[src/verilog/gpu_isa_pkg.sv]
/*
 * GPU ISA definitions
 * Data and register widths, warp index width, opcodes and the
 * execute-unit selector shared by the issue stage
 */
`default_nettype none

package gpu_isa_pkg;

    // Datapath and register file geometry
    localparam int XLEN     = 32;
    localparam int NUM_REGS = 32;
    localparam int REG_BITS = 5;

    // Immediate field as carried by a decoded instruction
    localparam int IMM_BITS = 16;

    // Warp index width, wide enough for up to 4 warps
    localparam int WID_BITS = 2;

    typedef enum logic [3:0] {
        OP_ADD   = 4'd0,
        OP_SUB   = 4'd1,
        OP_AND   = 4'd2,
        OP_OR    = 4'd3,
        OP_XOR   = 4'd4,
        OP_SLT   = 4'd5,
        OP_LOAD  = 4'd6,
        OP_STORE = 4'd7
    } opcode_e;

    typedef enum logic {
        EX_ALU = 1'b0,
        EX_LSU = 1'b1
    } ex_unit_e;

endpackage

`default_nettype wire

[src/verilog/issue_pkg.sv]
/*
 * Issue pipeline types
 * Packed structs exchanged between the issue-stage blocks and
 * with the decode, writeback and execute ports
 */
`default_nettype none

package issue_pkg;

    // One decoded instruction as it enters the instruction buffer
    typedef struct packed {
        logic [gpu_isa_pkg::WID_BITS-1:0] wid;
        logic [gpu_isa_pkg::XLEN-1:0]     pc;
        gpu_isa_pkg::opcode_e             op;
        logic [gpu_isa_pkg::REG_BITS-1:0] rd;
        logic [gpu_isa_pkg::REG_BITS-1:0] rs1;
        logic [gpu_isa_pkg::REG_BITS-1:0] rs2;
        logic                             use_imm;
        logic [gpu_isa_pkg::IMM_BITS-1:0] imm;
    } decode_t;

    // Result returning from an execute unit
    typedef struct packed {
        logic [gpu_isa_pkg::WID_BITS-1:0] wid;
        logic [gpu_isa_pkg::REG_BITS-1:0] rd;
        logic [gpu_isa_pkg::XLEN-1:0]     data;
    } writeback_t;

    // Instruction picked by the scheduler, with its writeback flag
    typedef struct packed {
        decode_t inst;
        logic    wb;
    } read_req_t;

    typedef struct packed {
        read_req_t                    req;
        logic [gpu_isa_pkg::XLEN-1:0] rs1_data;
        logic [gpu_isa_pkg::XLEN-1:0] rs2_data;
    } operands_t;

    typedef struct packed {
        logic [gpu_isa_pkg::WID_BITS-1:0] wid;
        logic [gpu_isa_pkg::XLEN-1:0]     pc;
        gpu_isa_pkg::opcode_e             op;
        logic                             wb;
        logic [gpu_isa_pkg::REG_BITS-1:0] rd;
        logic [gpu_isa_pkg::XLEN-1:0]     a;
        logic [gpu_isa_pkg::XLEN-1:0]     b;
    } alu_req_t;

    typedef struct packed {
        logic [gpu_isa_pkg::WID_BITS-1:0] wid;
        logic [gpu_isa_pkg::XLEN-1:0]     pc;
        logic                             is_store;
        logic                             wb;
        logic [gpu_isa_pkg::REG_BITS-1:0] rd;
        logic [gpu_isa_pkg::XLEN-1:0]     addr;
        logic [gpu_isa_pkg::XLEN-1:0]     wdata;
    } lsu_req_t;

endpackage

`default_nettype wire

[src/verilog/issue_dispatch.sv]
/*
 * Dispatch stage
 * Routes each instruction to the ALU or LSU port and forms its
 * operands, holding one request at a time to keep program order
 */
`default_nettype none

module issue_dispatch (
    input  wire                  clk,
    input  wire                  reset,

    input  wire                  opnd_valid,
    input  issue_pkg::operands_t opnd,
    output logic                 opnd_ready,

    output logic                 alu_valid,
    output issue_pkg::alu_req_t  alu_req,
    input  wire                  alu_ready,

    output logic                 lsu_valid,
    output issue_pkg::lsu_req_t  lsu_req,
    input  wire                  lsu_ready
);

    localparam int XLEN = gpu_isa_pkg::XLEN;
    localparam int IMM_BITS = gpu_isa_pkg::IMM_BITS;

    issue_pkg::decode_t    inst;
    gpu_isa_pkg::ex_unit_e ex_unit;
    logic [XLEN-1:0]       imm_ext;
    logic                  opnd_fire;
    issue_pkg::alu_req_t   alu_next;
    issue_pkg::lsu_req_t   lsu_next;

    assign inst    = opnd.req.inst;
    assign imm_ext = {{(XLEN - IMM_BITS){inst.imm[IMM_BITS-1]}}, inst.imm};

    assign ex_unit = (inst.op == gpu_isa_pkg::OP_LOAD || inst.op == gpu_isa_pkg::OP_STORE) ?
                     gpu_isa_pkg::EX_LSU : gpu_isa_pkg::EX_ALU;

    // Only one port is ever loaded, so a single drain test suffices
    assign opnd_ready = (!alu_valid && !lsu_valid) ||
                        (alu_valid && alu_ready) ||
                        (lsu_valid && lsu_ready);
    assign opnd_fire  = opnd_valid && opnd_ready;

    always_comb begin
        alu_next.wid = inst.wid;
        alu_next.pc  = inst.pc;
        alu_next.op  = inst.op;
        alu_next.wb  = opnd.req.wb;
        alu_next.rd  = inst.rd;
        alu_next.a   = opnd.rs1_data;
        alu_next.b   = inst.use_imm ? imm_ext : opnd.rs2_data;

        lsu_next.wid      = inst.wid;
        lsu_next.pc       = inst.pc;
        lsu_next.is_store = (inst.op == gpu_isa_pkg::OP_STORE);
        lsu_next.wb       = opnd.req.wb;
        lsu_next.rd       = inst.rd;
        lsu_next.addr     = opnd.rs1_data + imm_ext;
        lsu_next.wdata    = opnd.rs2_data;
    end

    always_ff @(posedge clk) begin
        if (opnd_fire && ex_unit == gpu_isa_pkg::EX_ALU) begin
            alu_req <= alu_next;
        end
        if (opnd_fire && ex_unit == gpu_isa_pkg::EX_LSU) begin
            lsu_req <= lsu_next;
        end
    end

    always_ff @(posedge clk) begin
        if (reset) begin
            alu_valid <= 1'b0;
            lsu_valid <= 1'b0;
        end else if (opnd_ready) begin
            alu_valid <= opnd_valid && (ex_unit == gpu_isa_pkg::EX_ALU);
            lsu_valid <= opnd_valid && (ex_unit == gpu_isa_pkg::EX_LSU);
        end
    end

endmodule

`default_nettype wire

[config.mk]
export PLATFORM = sky130hd
export DESIGN_NAME = issue_dispatch
export DESIGN_NICKNAME = d
export VERILOG_FILES = /design/src/verilog/gpu_isa_pkg.sv /design/src/verilog/issue_pkg.sv /design/src/verilog/issue_dispatch.sv
export SDC_FILE = /design/constraint.sdc
export NUM_CORES = 1
export LEC_CHECK = 0
export BUFFER_PORTS_ARGS = -buffer_cell sky130_fd_sc_hd__buf_2
export CORE_ASPECT_RATIO = 0.7
export CORE_MARGIN = 4
export CORE_UTILIZATION = 48
export CTS_CLUSTER_DIAMETER = 60
export CTS_CLUSTER_SIZE = 20
export DETAILED_ROUTE_END_ITERATION = 10
export HOLD_SLACK_MARGIN = 0.08
export PLACE_DENSITY = 0.8
export SKIP_LAST_GASP = 1
export SYNTH_ARGS = -nofsm -noshare
export SYNTH_HDL_FRONTEND = slang
export SYNTH_SLANG_ARGS = --single-unit
[constraint.sdc]
create_clock -name clk -period 7.8 [get_ports clk]
set_input_delay 0.39 -clock clk [delete_from_list [all_inputs] [get_ports clk]]
set_output_delay 0.39 -clock clk [all_outputs]
set_load 0.005 [all_outputs]
==> impl_metrics.yaml <==
outcome:
  status: "finished, final reports clean"
clocking:
  cts_buffer_depth: 3
  cts_root_buf: "clkbuf_16"
  h-tree-depth: 1
  clkSinkCount: 215
  cts_made_buffers: 15
  post_cts_resized: 0
  post_cts_buffers: 0
  cts_tree: "built"
  ctsHoldBuffers: 31
  worstSkewPairLatency_ps: 470
  clk_pin_slew_ps: 80
synth:
  synth_compound_area_share_pct: 8.565
  synth_cells: 523
  synth_ff_type: "edfxtp_1"
  synthSimpleGateAreaFrac_pct: 4.472
  synth_edf_count: 213
  synth_fa_ha_area_share_pct: 4.765
  ys_top_cells_by_count: "edfxtp_1 (213), ha_1 (31), o21ai_0 (28)"
  ys.warnings.count: 0
  yosysMostFrequentCell: "edfxtp_1"
  synth_largest_area_cell: "edfxtp_1"
  ys_types: 52
  synth_top_family_by_area: "compound AO/OA/AOI/OAI gates"
  syn_area_per_cell_um2: 16.37
  synth.area.mux_share_pct: 1.973
  ys_top_cells_by_area: "edfxtp_1 (75%), ha_1 (4.5%), mux2_2 (2.0%), xnor2_1 (1.8%), o21ai_0 (1.6%)"
  synthXorXnorAreaFrac_pct: 3.069
  netlist.area_leader.share_pct: 74.71
  syn-cell-area_um2: 8561
  async_reset_ff_share_pct: 0
  synthesis.nets: 695
  ys_seq_elements: 215
  seq_area_frac_synth_pct: 75.18
power:
  ir_drop_uv: 161.5
  fin_total_pwr_mw: 2.461
  p_per_area_nw_per_um2: 217.8
  p_leak_nw: 4.676
die:
  dieArea_um2: 20070
  rows: 40
  start_util_pct: 49.44
  core_um2: 17320
  num_io_pins: 356
  fp.dieH_um: 119.7
  die_width_um: 167.6
detailed_routing:
  first_pass_iters: 5
  wirelength_mm: 23.42
  postRouteAntennaNets: 0
  wire_per_inst_um: 20.47
  vias_per_cell: 5.287
  vias: 6048
  drtIter0Drc: 652
  drc: 0
sta:
  min_period_over_period_pct: 36.00
  relSlewSlack_pct: 31.26
  setup_ws_ps: 4992
  final_max_slew_viol_count: 0
  grt_setup_unrepaired: "false"
  whs_ps: 106.0
  fin_skew_ps: 15.96
  hold_viol: 0
  worstMarginPinSlew_ps: 1031
  min_period_ps: 2808
  setup_violations: 0
  setup_tns_ps: 0
  fmax_ghz: 0.3561
critical_path:
  cp.arrival_ps: 2890
  worstSetupPathType: "register to register"
  reg2reg_depth: 5
  worstPathMaxFanout: 79
  crit_path_end_kind: "register"
  crit_path_start_kind: "register"
  required_ps: 7880
global_routing:
  grt_pass1_vias: 5883
  grt-ovfl-total: 0
  met1_usage_pct: 28.32
  grt_util_met3_pct: 5.104
  grt_util_met2_pct: 38.85
  grt_max_degree: 80
  antenna_found_initial: 3
  gr-usage-all-layers_pct: 21.91
  grt_pass1_wl_mm: 34.35
  grt.busiest_layer: "met2"
worst_hold_path:
  hold_path_depth: 1
  hold_class: "input port to register"
placement:
  dpl.cell_count: 1085
  pre_cts_slack_ps: 4709
  placed_area_um2: 10530
  finalWeightedCongestion: 0.8980
  io_buffers: 345
  dpl.hpwl_mm: 17.22
cells_and_area:
  final_cell_count_no_fill: 1144
  nets: 1074
  final_layout_size_suffix_gt1_share_pct: 43.25
  fin_area_um2: 11300
  final_util_pct: 65.27
  area_delta_synth_final_pct: 32.04
  fillers: 1249
flow_run:
  drv_cap: 0
logic make-up after synthesis:
group | count (synthesis)
flops | 215
compound gates | 107
simple gates | 82
buf+inv | 42
fa+ha+maj | 32
xor+xnor | 30
mux | 15
final timing paths:
path / startpoint / to / slack [ps]
setup / recovery: alu_valid$_SDFFE_PP0N_ / alu_req[45]$_DFFE_PP_ / 4990
hold / removal: opnd[104] / alu_req[77]$_DFFE_PP_ / 110
setup reg to reg: alu_valid$_SDFFE_PP0N_ / alu_req[45]$_DFFE_PP_ / 4990
hold reg to reg: lsu_valid$_SDFFE_PP0N_ / lsu_valid$_SDFFE_PP0N_ / 510
layer usage:
metal	wire length, µm	share of wire (%)	up-vias
met5	12	0.051	-
met4	425	1.8	2
met3	1820	7.8	34
met2	11780	50	312
met1	9378	40	2934
li1	-	-	2766
registers in the layout (all words and copies together) (netlist names):
name and cells:
lsu_req 105, lsu_valid 1, alu_req 108, alu_valid 1
layout by cell type, fill, tap and decap left out, types with 18 or more instances in the layout:
cell,instances
nand2_1,27
buf_2,345
edfxtp_1,213
a21oi_1,25
nor2_1,25
dlygate4sd3_1,31
inv_1,25
xnor2_1,18
o21ai_0,28
ha_1,31
cell type report:
type	count	area, µm²	area share (%)
clock inverter	5	60.06	0.5313
inverter	26	100.1	0.8855
timing repair buffer	378	2052	18.15
antenna	2	5.005	0.04428
clock buffer	21	397.9	3.520
multi-input combinational	266	1963	17.37
sequential	215	6436	56.94
tap	231	289.0	2.557
worst max-delay path, cell delays in order, from the launching register on:
cell	delay [ps]
dfxtp_1	360
nand2_1	100
o211ai_1	150
nand2_1	130
nor2_4	700
buf_4	930
where the power goes:
part           total [mW]  switching, mW  internal [mW]
logic               0.324          0.184          0.140
clock network       0.773          0.376          0.397
registers            1.36         0.0162           1.35
No activity file was read; power rests on OpenSTA's default activity.
