## config.mk

```make
export PLATFORM = sky130hd
export DESIGN_NAME = issue_ibuffer
export DESIGN_NICKNAME = d
export VERILOG_FILES = /design/src/verilog/gpu_isa_pkg.sv /design/src/verilog/issue_pkg.sv /design/src/verilog/issue_ibuffer.sv
export SDC_FILE = /design/constraint.sdc
export NUM_CORES = 1
export LEC_CHECK = 0
export ABC_AREA = 0
export BUFFER_PORTS_ARGS = -buffer_cell sky130_fd_sc_hd__clkbuf_2
export CAP_MARGIN = 15
export CORE_ASPECT_RATIO = 1.1
export CORE_MARGIN = 8
export CORE_UTILIZATION = 30
export CTS_BUF_LIST = sky130_fd_sc_hd__clkbuf_8
export CTS_CLUSTER_DIAMETER = 100
export DETAILED_ROUTE_END_ITERATION = 10
export SETUP_SLACK_MARGIN = 0.1
export SLEW_MARGIN = 10
export SYNTH_ARGS = -nofsm -noshare
export SYNTH_HDL_FRONTEND = slang
export SYNTH_SLANG_ARGS = --single-unit
```

## constraint.sdc

```tcl
create_clock -name clk -period 3.1 [get_ports clk]
set_input_delay 0.155 -clock clk [delete_from_list [all_inputs] [get_ports clk]]
set_output_delay 0.155 -clock clk [all_outputs]
set_load 0.01 [all_outputs]
```

## src/verilog/gpu_isa_pkg.sv

```systemverilog
/*
 * GPU ISA definitions
 * Data and register widths, warp index width, opcodes and the
 * execute-unit selector shared by the issue stage
 */
`default_nettype none

package gpu_isa_pkg;

    // Datapath and register file geometry
    localparam int XLEN     = 32;
    localparam int NUM_REGS = 32;
    localparam int REG_BITS = 5;

    // Immediate field as carried by a decoded instruction
    localparam int IMM_BITS = 16;

    // Warp index width, wide enough for up to 4 warps
    localparam int WID_BITS = 2;

    typedef enum logic [3:0] {
        OP_ADD   = 4'd0,
        OP_SUB   = 4'd1,
        OP_AND   = 4'd2,
        OP_OR    = 4'd3,
        OP_XOR   = 4'd4,
        OP_SLT   = 4'd5,
        OP_LOAD  = 4'd6,
        OP_STORE = 4'd7
    } opcode_e;

    typedef enum logic {
        EX_ALU = 1'b0,
        EX_LSU = 1'b1
    } ex_unit_e;

endpackage

`default_nettype wire

```

## src/verilog/issue_pkg.sv

```systemverilog
/*
 * Issue pipeline types
 * Packed structs exchanged between the issue-stage blocks and
 * with the decode, writeback and execute ports
 */
`default_nettype none

package issue_pkg;

    // One decoded instruction as it enters the instruction buffer
    typedef struct packed {
        logic [gpu_isa_pkg::WID_BITS-1:0] wid;
        logic [gpu_isa_pkg::XLEN-1:0]     pc;
        gpu_isa_pkg::opcode_e             op;
        logic [gpu_isa_pkg::REG_BITS-1:0] rd;
        logic [gpu_isa_pkg::REG_BITS-1:0] rs1;
        logic [gpu_isa_pkg::REG_BITS-1:0] rs2;
        logic                             use_imm;
        logic [gpu_isa_pkg::IMM_BITS-1:0] imm;
    } decode_t;

    // Result returning from an execute unit
    typedef struct packed {
        logic [gpu_isa_pkg::WID_BITS-1:0] wid;
        logic [gpu_isa_pkg::REG_BITS-1:0] rd;
        logic [gpu_isa_pkg::XLEN-1:0]     data;
    } writeback_t;

    // Instruction picked by the scheduler, with its writeback flag
    typedef struct packed {
        decode_t inst;
        logic    wb;
    } read_req_t;

    typedef struct packed {
        read_req_t                    req;
        logic [gpu_isa_pkg::XLEN-1:0] rs1_data;
        logic [gpu_isa_pkg::XLEN-1:0] rs2_data;
    } operands_t;

    typedef struct packed {
        logic [gpu_isa_pkg::WID_BITS-1:0] wid;
        logic [gpu_isa_pkg::XLEN-1:0]     pc;
        gpu_isa_pkg::opcode_e             op;
        logic                             wb;
        logic [gpu_isa_pkg::REG_BITS-1:0] rd;
        logic [gpu_isa_pkg::XLEN-1:0]     a;
        logic [gpu_isa_pkg::XLEN-1:0]     b;
    } alu_req_t;

    typedef struct packed {
        logic [gpu_isa_pkg::WID_BITS-1:0] wid;
        logic [gpu_isa_pkg::XLEN-1:0]     pc;
        logic                             is_store;
        logic                             wb;
        logic [gpu_isa_pkg::REG_BITS-1:0] rd;
        logic [gpu_isa_pkg::XLEN-1:0]     addr;
        logic [gpu_isa_pkg::XLEN-1:0]     wdata;
    } lsu_req_t;

endpackage

`default_nettype wire

```

## src/verilog/issue_ibuffer.sv

```systemverilog
/*
 * Instruction buffer
 * One circular FIFO per warp holding decoded instructions, with the
 * oldest entry of every warp presented to the scheduler
 */
`default_nettype none

module issue_ibuffer #(
    parameter int NUM_WARPS  = 4,
    parameter int IBUF_DEPTH = 4
) (
    input  wire                                    clk,
    input  wire                                    reset,

    input  wire                                    decode_valid,
    input  issue_pkg::decode_t                     decode,
    output logic                                   decode_ready,

    output logic [NUM_WARPS-1:0]                   head_valid,
    output issue_pkg::decode_t [NUM_WARPS-1:0]     head,
    input  wire  [NUM_WARPS-1:0]                   pop
);

    // Depth is a power of two of at least 2, so pointers wrap on their own
    localparam int PTR_BITS = $clog2(IBUF_DEPTH);
    localparam int CNT_BITS = $clog2(IBUF_DEPTH + 1);

    issue_pkg::decode_t   mem [NUM_WARPS][IBUF_DEPTH];
    logic [PTR_BITS-1:0]  wr_ptr [NUM_WARPS];
    logic [PTR_BITS-1:0]  rd_ptr [NUM_WARPS];
    logic [CNT_BITS-1:0]  count [NUM_WARPS];

    logic [NUM_WARPS-1:0] full;
    logic [NUM_WARPS-1:0] push;
    logic [NUM_WARPS-1:0] do_pop;

    always_comb begin
        decode_ready = 1'b0;
        for (int w = 0; w < NUM_WARPS; w++) begin
            full[w]       = (count[w] == CNT_BITS'(IBUF_DEPTH));
            head_valid[w] = (count[w] != '0);
            head[w]       = mem[w][rd_ptr[w]];
            // A warp index beyond NUM_WARPS is never accepted
            if (decode.wid == gpu_isa_pkg::WID_BITS'(w)) begin
                decode_ready = ~full[w];
            end
        end
    end

    always_comb begin
        for (int w = 0; w < NUM_WARPS; w++) begin
            push[w]   = decode_valid && decode_ready &&
                        (decode.wid == gpu_isa_pkg::WID_BITS'(w));
            do_pop[w] = pop[w] && head_valid[w];
        end
    end

    always_ff @(posedge clk) begin
        for (int w = 0; w < NUM_WARPS; w++) begin
            if (push[w]) begin
                mem[w][wr_ptr[w]] <= decode;
            end
        end
    end

    always_ff @(posedge clk) begin
        if (reset) begin
            for (int w = 0; w < NUM_WARPS; w++) begin
                wr_ptr[w] <= '0;
                rd_ptr[w] <= '0;
                count[w]  <= '0;
            end
        end else begin
            for (int w = 0; w < NUM_WARPS; w++) begin
                if (push[w]) begin
                    wr_ptr[w] <= wr_ptr[w] + 1'b1;
                end
                if (do_pop[w]) begin
                    rd_ptr[w] <= rd_ptr[w] + 1'b1;
                end
                // Simultaneous push and pop leave the count unchanged
                case ({push[w], do_pop[w]})
                    2'b10:   count[w] <= count[w] + 1'b1;
                    2'b01:   count[w] <= count[w] - 1'b1;
                    default: count[w] <= count[w];
                endcase
            end
        end
    end

endmodule

`default_nettype wire

```

==> metrics.csv, run 1 <==
metric,value,unit
outcome,"finished, final reports clean",
nNetsFinal,2374,
path_clk_slew,0.06,ns
cp-startpoint,rd_ptr[1][0],
setup_violations,0,
synth.net_count,1767,
via_per_inst,4.639,
die-width,374.1,µm
required,2.94,ns
insertion_delay,0.87,ns
fin_area,51170,µm²
place_area,46970,µm²
worstReg2RegStart,count[2][0],
dr.pass1.iters,6,
crit_chain,"buf_4, mux4_2, clkbuf_2",
core,140000,µm²
final_cell_mix,"edfxtp_1, clkbuf_2, mux4_2, clkbuf_8, dlygate4sd3_1",
min_period_over_period,88.01,%
clock_skew,0.05215,ns
wirelength,104.0,mm
grt_start_max_net_pins,72,
synth_top_cell_by_area,edfxtp_1,
min_path_type,in -> reg,
grt_pass1_wl,151.0,mm
vdd_drop_max,369.7,µV
syn_inst,1660,
critPathTopFamily,buffers and inverters,
area_growth,20.92,%
drv_slew,0,
powerDensity,648.0,nW/µm²
slew_headroom,43.11,%
seq_area_frac_synth,81.46,%
port_buffers,361,
synth_area,42320,µm²
grt_pass1_vias,21480,
yosys_warnings,0,
wire_per_inst,24.53,µm
finish.utilization,36.55,%
drt-initial-drc-count,1451,
worstSetupStartpointType,flop,
p_leak,16.80,nW
path_class,reg -> out,
crit_buf_inv,2,
die_area,153400,µm²
rsz0062_at_grt,false,
io_pins,362,
synth-seq-cells,1148,
avgSynthCellArea,25.49,µm²
ctsResizeCount,0,
drive_gt1_share,39.36,%
end_kind,output pin,
clock_path_buffers,3,
critPathMaxFanout,25,
htree_num_levels,4,
power,0.03316,W
postRouteAntennaNets,0,
cts_sinks,1148,
synth_top_area_share,81.46,%
cts-root-buf,clkbuf_8,
finalSetupTns,0,ns
finalHoldViolCount,0,
slowest_stage,mux4_2,
max_stage_delay,0.64,ns
worst_slew_pin_slew,0.8533,ns
initial_core_util,30.23,%
antenna_found_initial,6,
grt_overflow,0,
die_h,409.9,µm
layout_commonest_cell,edfxtp_1,
min_from,decode[69],
period_minus_slack,2.728,ns
yosysUniqueCellTypes,31,
place_congestion,0.7430,
cap_violations,0,
dp_hpwl,67.31,mm
rows,144,
synthTopCellsByArea,"edfxtp_1, mux4_2, ha_1, buf_4, nor3_1",
grt_usage,13.43,%
cts_tree,built,
cts_buffers,178,
instances_no_fill,4238,
fmax,366.5,MHz
dp.cells,3830,
worstPathArrival,2.57,ns
drc,0,
vias,19660,
[per-layer routing]
metal	vias up	wire length [µm]	part of all wire, %	track usage [%]
met4	4	2370	2.3	4.286
met5	-	24	0.023	0
met2	628	51390	49	22.25
li1	8337	-	-	-
met1	10540	43190	42	16.97
met3	153	7003	6.7	4.008
[sequential cells by signal (all words and copies together) (netlist names)]
name	flops
mem	1120
rd_ptr	8
wr_ptr	8
count	12
[where the power goes]
group | total [W] | switching (W) | internal, W
Clock | 0.0120 | 0.00585 | 0.00616
Sequential | 0.0175 | 0.0000895 | 0.0174
Combinational | 0.00368 | 0.00214 | 0.00154
Total | 0.0332 | 0.00809 | 0.0251
[cell families (layout without fill, tap and decap cells)]
family / Yosys count / count (layout) / share of synthesized area, %
buffers and inverters: 94 / 845 / 1.132
AND/OR/NAND/NOR: 88 / 88 / 1.159
XOR/XNOR: 9 / 9 / 0.1863
adder cells (fa/ha/maj): 30 / 30 / 0.9402
multiplexers: 282 / 282 / 14.98
AO/OA/AOI/OAI: 9 / 9 / 0.1449
other: 0 / 2 / 0
flip-flops: 1148 / 1148 / 81.46
[synth_stat cells]
library cell / n
or3_2: 1
inv_1: 23
nor3_1: 22
inv_2: 1
xor2_1: 5
nand4b_1: 1
clkbuf_1: 25
ha_1: 27
a211o_1: 1
nand2_1: 10
or3b_1: 1
fa_1: 3
a21oi_1: 3
edfxtp_1: 1148
mux4_2: 281
o21bai_1: 4
nand3_1: 1
nor3b_1: 5
or2b_1: 1
xnor2_1: 4
or3_1: 6
a22oi_1: 1
buf_2: 17
nor2_1: 10
nand4_1: 1
buf_4: 28
mux2i_1: 1
nand2b_1: 12
and2_1: 12
nor2b_1: 1
and2_2: 4
[through the flow]
stage                     hold WS (ns)  setup WS, ns
final                           0.2118        0.3717
after detailed placement        0.5265        0.4793
after floorplan                 0.2539        0.1297
after global placement          0.5003        0.4288
after global routing            0.1146        0.1611
after CTS                      0.04045        0.1471
[final cells by class]
class,instances,area (µm²)
antenna,2,5.005
clock buffer,181,2491
clock inverter,143,890.9
timing repair buffer,497,3538
sequential,1148,34470
fill,12680,88820
multi-input combinational,418,7402
tap,1825,2283
inverter,24,90.09
[path summary, 6_finish.rpt]
kind	to	slack, ns	depth (start not counted)
worst min-delay path	mem[2][209]	0.21	2
worst max register to register	count[2][2]	0.38	8
worst min register to register	count[0][0]	0.63	1
worst max-delay path	head[93]	0.37	3
[timing repair]
action                                   CTS  global route
buffers inserted                           3             0
endpoints found under the setup margin    30             0
hold buffers                              79             0
endpoints found under the hold margin   1176             0
No activity file was read; power rests on OpenSTA's default activity.
==> run 2: changes to the inputs <==
--- a/config.mk
+++ b/config.mk
@@ -12,4 +12,3 @@
 export CORE_MARGIN = 8
-export CORE_UTILIZATION = 30
-export CTS_BUF_LIST = sky130_fd_sc_hd__clkbuf_8
+export CORE_UTILIZATION = 25
 export CTS_CLUSTER_DIAMETER = 100
--- a/constraint.sdc
+++ b/constraint.sdc
@@ -3,2 +3,2 @@
 set_output_delay 0.155 -clock clk [all_outputs]
-set_load 0.01 [all_outputs]
+set_load 0.02 [all_outputs]
==> metrics.csv, run 2 (synthesis gave the netlist of run 1 again) <==
metric,value,unit
outcome,"finished, final reports clean",
die_h,447.5,µm
rows,158,
cts_tree,built,
place_congestion,0.7106,
worstSetupStartpointType,flop,
worstPathArrival,2.59,ns
port_buffers,361,
path_class,reg -> out,
clock_path_buffers,3,
wire_per_inst,22.80,µm
slowest_stage,edfxtp_1,
drt-initial-drc-count,1299,
crit_chain,"buf_12, mux4_2, clkbuf_2",
via_per_inst,4.227,
setup_violations,0,
cts_sinks,1148,
swShare,24.56,%
area_growth,23.18,%
vias,19180,
pwr-share-comb,11.5,%
power,0.03564,W
path_clk_slew,0.06,ns
max_stage_delay,0.65,ns
reg2reg_depth,8,
crit_buf_inv,2,
insertion_delay,0.74,ns
powerDensity,683.7,nW/µm²
clockPowerShare,39.5,%
num-fill-cells,16110,
largest_reg_flops,1120,
layout_commonest_cell,edfxtp_1,
power.switching,0.008752,W
initial_core_util,25.13,%
finalSetupTns,0,ns
p_int,0.02689,W
cap_violations,0,
fin_area,52130,µm²
nNetsFinal,2310,
seqPwrFrac,49.0,%
io_pins,362,
rsz0062_at_grt,false,
critPathTopFamily,flip-flops,
cts-root-buf,clkbuf_16,
hold_path_depth,2,
grt_pass1_vias,20520,
ff_latch_area,34470,µm²
end_kind,output pin,
fmax,363.9,MHz
core,168400,µm²
dp_hpwl,65.30,mm
regToRegSetupSlack,0.52,ns
htree_num_levels,3,
worst_slew_pin_slew,0.8088,ns
die-width,408.3,µm
critPathMaxFanout,30,
multi_input_area,7402,µm²
drc,0,
min_path_type,in -> reg,
die_area,182700,µm²
antenna_found_initial,9,
postRouteAntennaNets,0,
wirelength,103.5,mm
required,2.94,ns
grt_pass1_wl,148.7,mm
place_area,47420,µm²
grt_overflow,0,
grt_usage,11.03,%
drive_gt1_share,38.51,%
min_period_over_period,88.64,%
vdd_drop_max,538.1,µV
cts_buffers,120,
final_cell_mix,"edfxtp_1, clkbuf_2, mux4_2, clkbuf_16, dlygate4sd3_1",
dr.pass1.iters,5,
dp_slack,0.5578,ns
period_minus_slack,2.748,ns
drv_slew,0,
finish.utilization,30.95,%
p_leak,16.71,nW
crit_cells,3,
slew_headroom,46.08,%
clock_skew,0.06823,ns
grt_start_max_net_pins,72,
timing.final.ws_setup,0.3520,ns
finalHoldViolCount,0,
## run 2: cell types whose count changed in the layout (fill, tap and decap cells not counted), moves of 2 or more
| cell | change |
|---|---|
| clkbuf_8 | -181 |
| clkbuf_16 | +121 |
| inv_1 | -54 |
| clkbuf_1 | +19 |
| clkinv_1 | -15 |
| clkinv_2 | -13 |
| clkinv_16 | +5 |
| buf_12 | -3 |
| inv_12 | -3 |
| clkinv_8 | +2 |
| diode_2 | +2 |
| dlygate4sd3_1 | -2 |
| inv_6 | +2 |
| inv_8 | +2 |
## run 2: what timing repair did
| item | CTS | global route |
|---|---|---|
| setup buffers | 2 | 0 |
| hold endpoints to repair | 1154 | 0 |
| setup endpoints to repair | 65 | 0 |
| resized for setup | 0 | 0 |
| hold buffers | 77 | 0 |
## run 2: power groups by stage
stage               clock network [W]  registers (W)  logic, W
global route                   0.0151         0.0175   0.00440
detailed placement                  0         0.0178   0.00413
finish                         0.0141         0.0175   0.00409
CTS                            0.0145         0.0175   0.00424
global placement                    0         0.0178   0.00410
floorplan                           0         0.0178   0.00246
## run 2: worst paths after layout
path                     start     endpoint
hold / removal      decode[69]  mem[2][209]
setup / recovery  rd_ptr[1][0]    head[119]
setup reg to reg   count[2][0]  count[2][2]
hold reg to reg    count[3][0]  count[3][0]
## run 2: stage by stage
stage          hold slack [ns]  instances
6_report                0.3193       4537
5_1_grt                 0.2873       4535
4_1_cts                 0.2311       4533
3_5_place_dp            0.5355       4242
3_3_place_gp            0.5167       4242
2_1_floorplan           0.2539       1660
## run 2: layer usage
metal / GRT usage [%] / part of all wire (%)
met5: 0 / 0.013
met4: 3.755 / 2.6
met3: 2.900 / 6.0
met2: 18.43 / 49
met1: 13.94 / 42
## run 2: layout make-up
cell class	instances	area share, %
antenna	4	0.01920
clock buffer	140	5.945
clock inverter	72	1.534
inverter	24	0.1728
multi-input combinational	418	14.20
sequential	1148	66.13
tap	2240	5.377
timing repair buffer	491	6.620
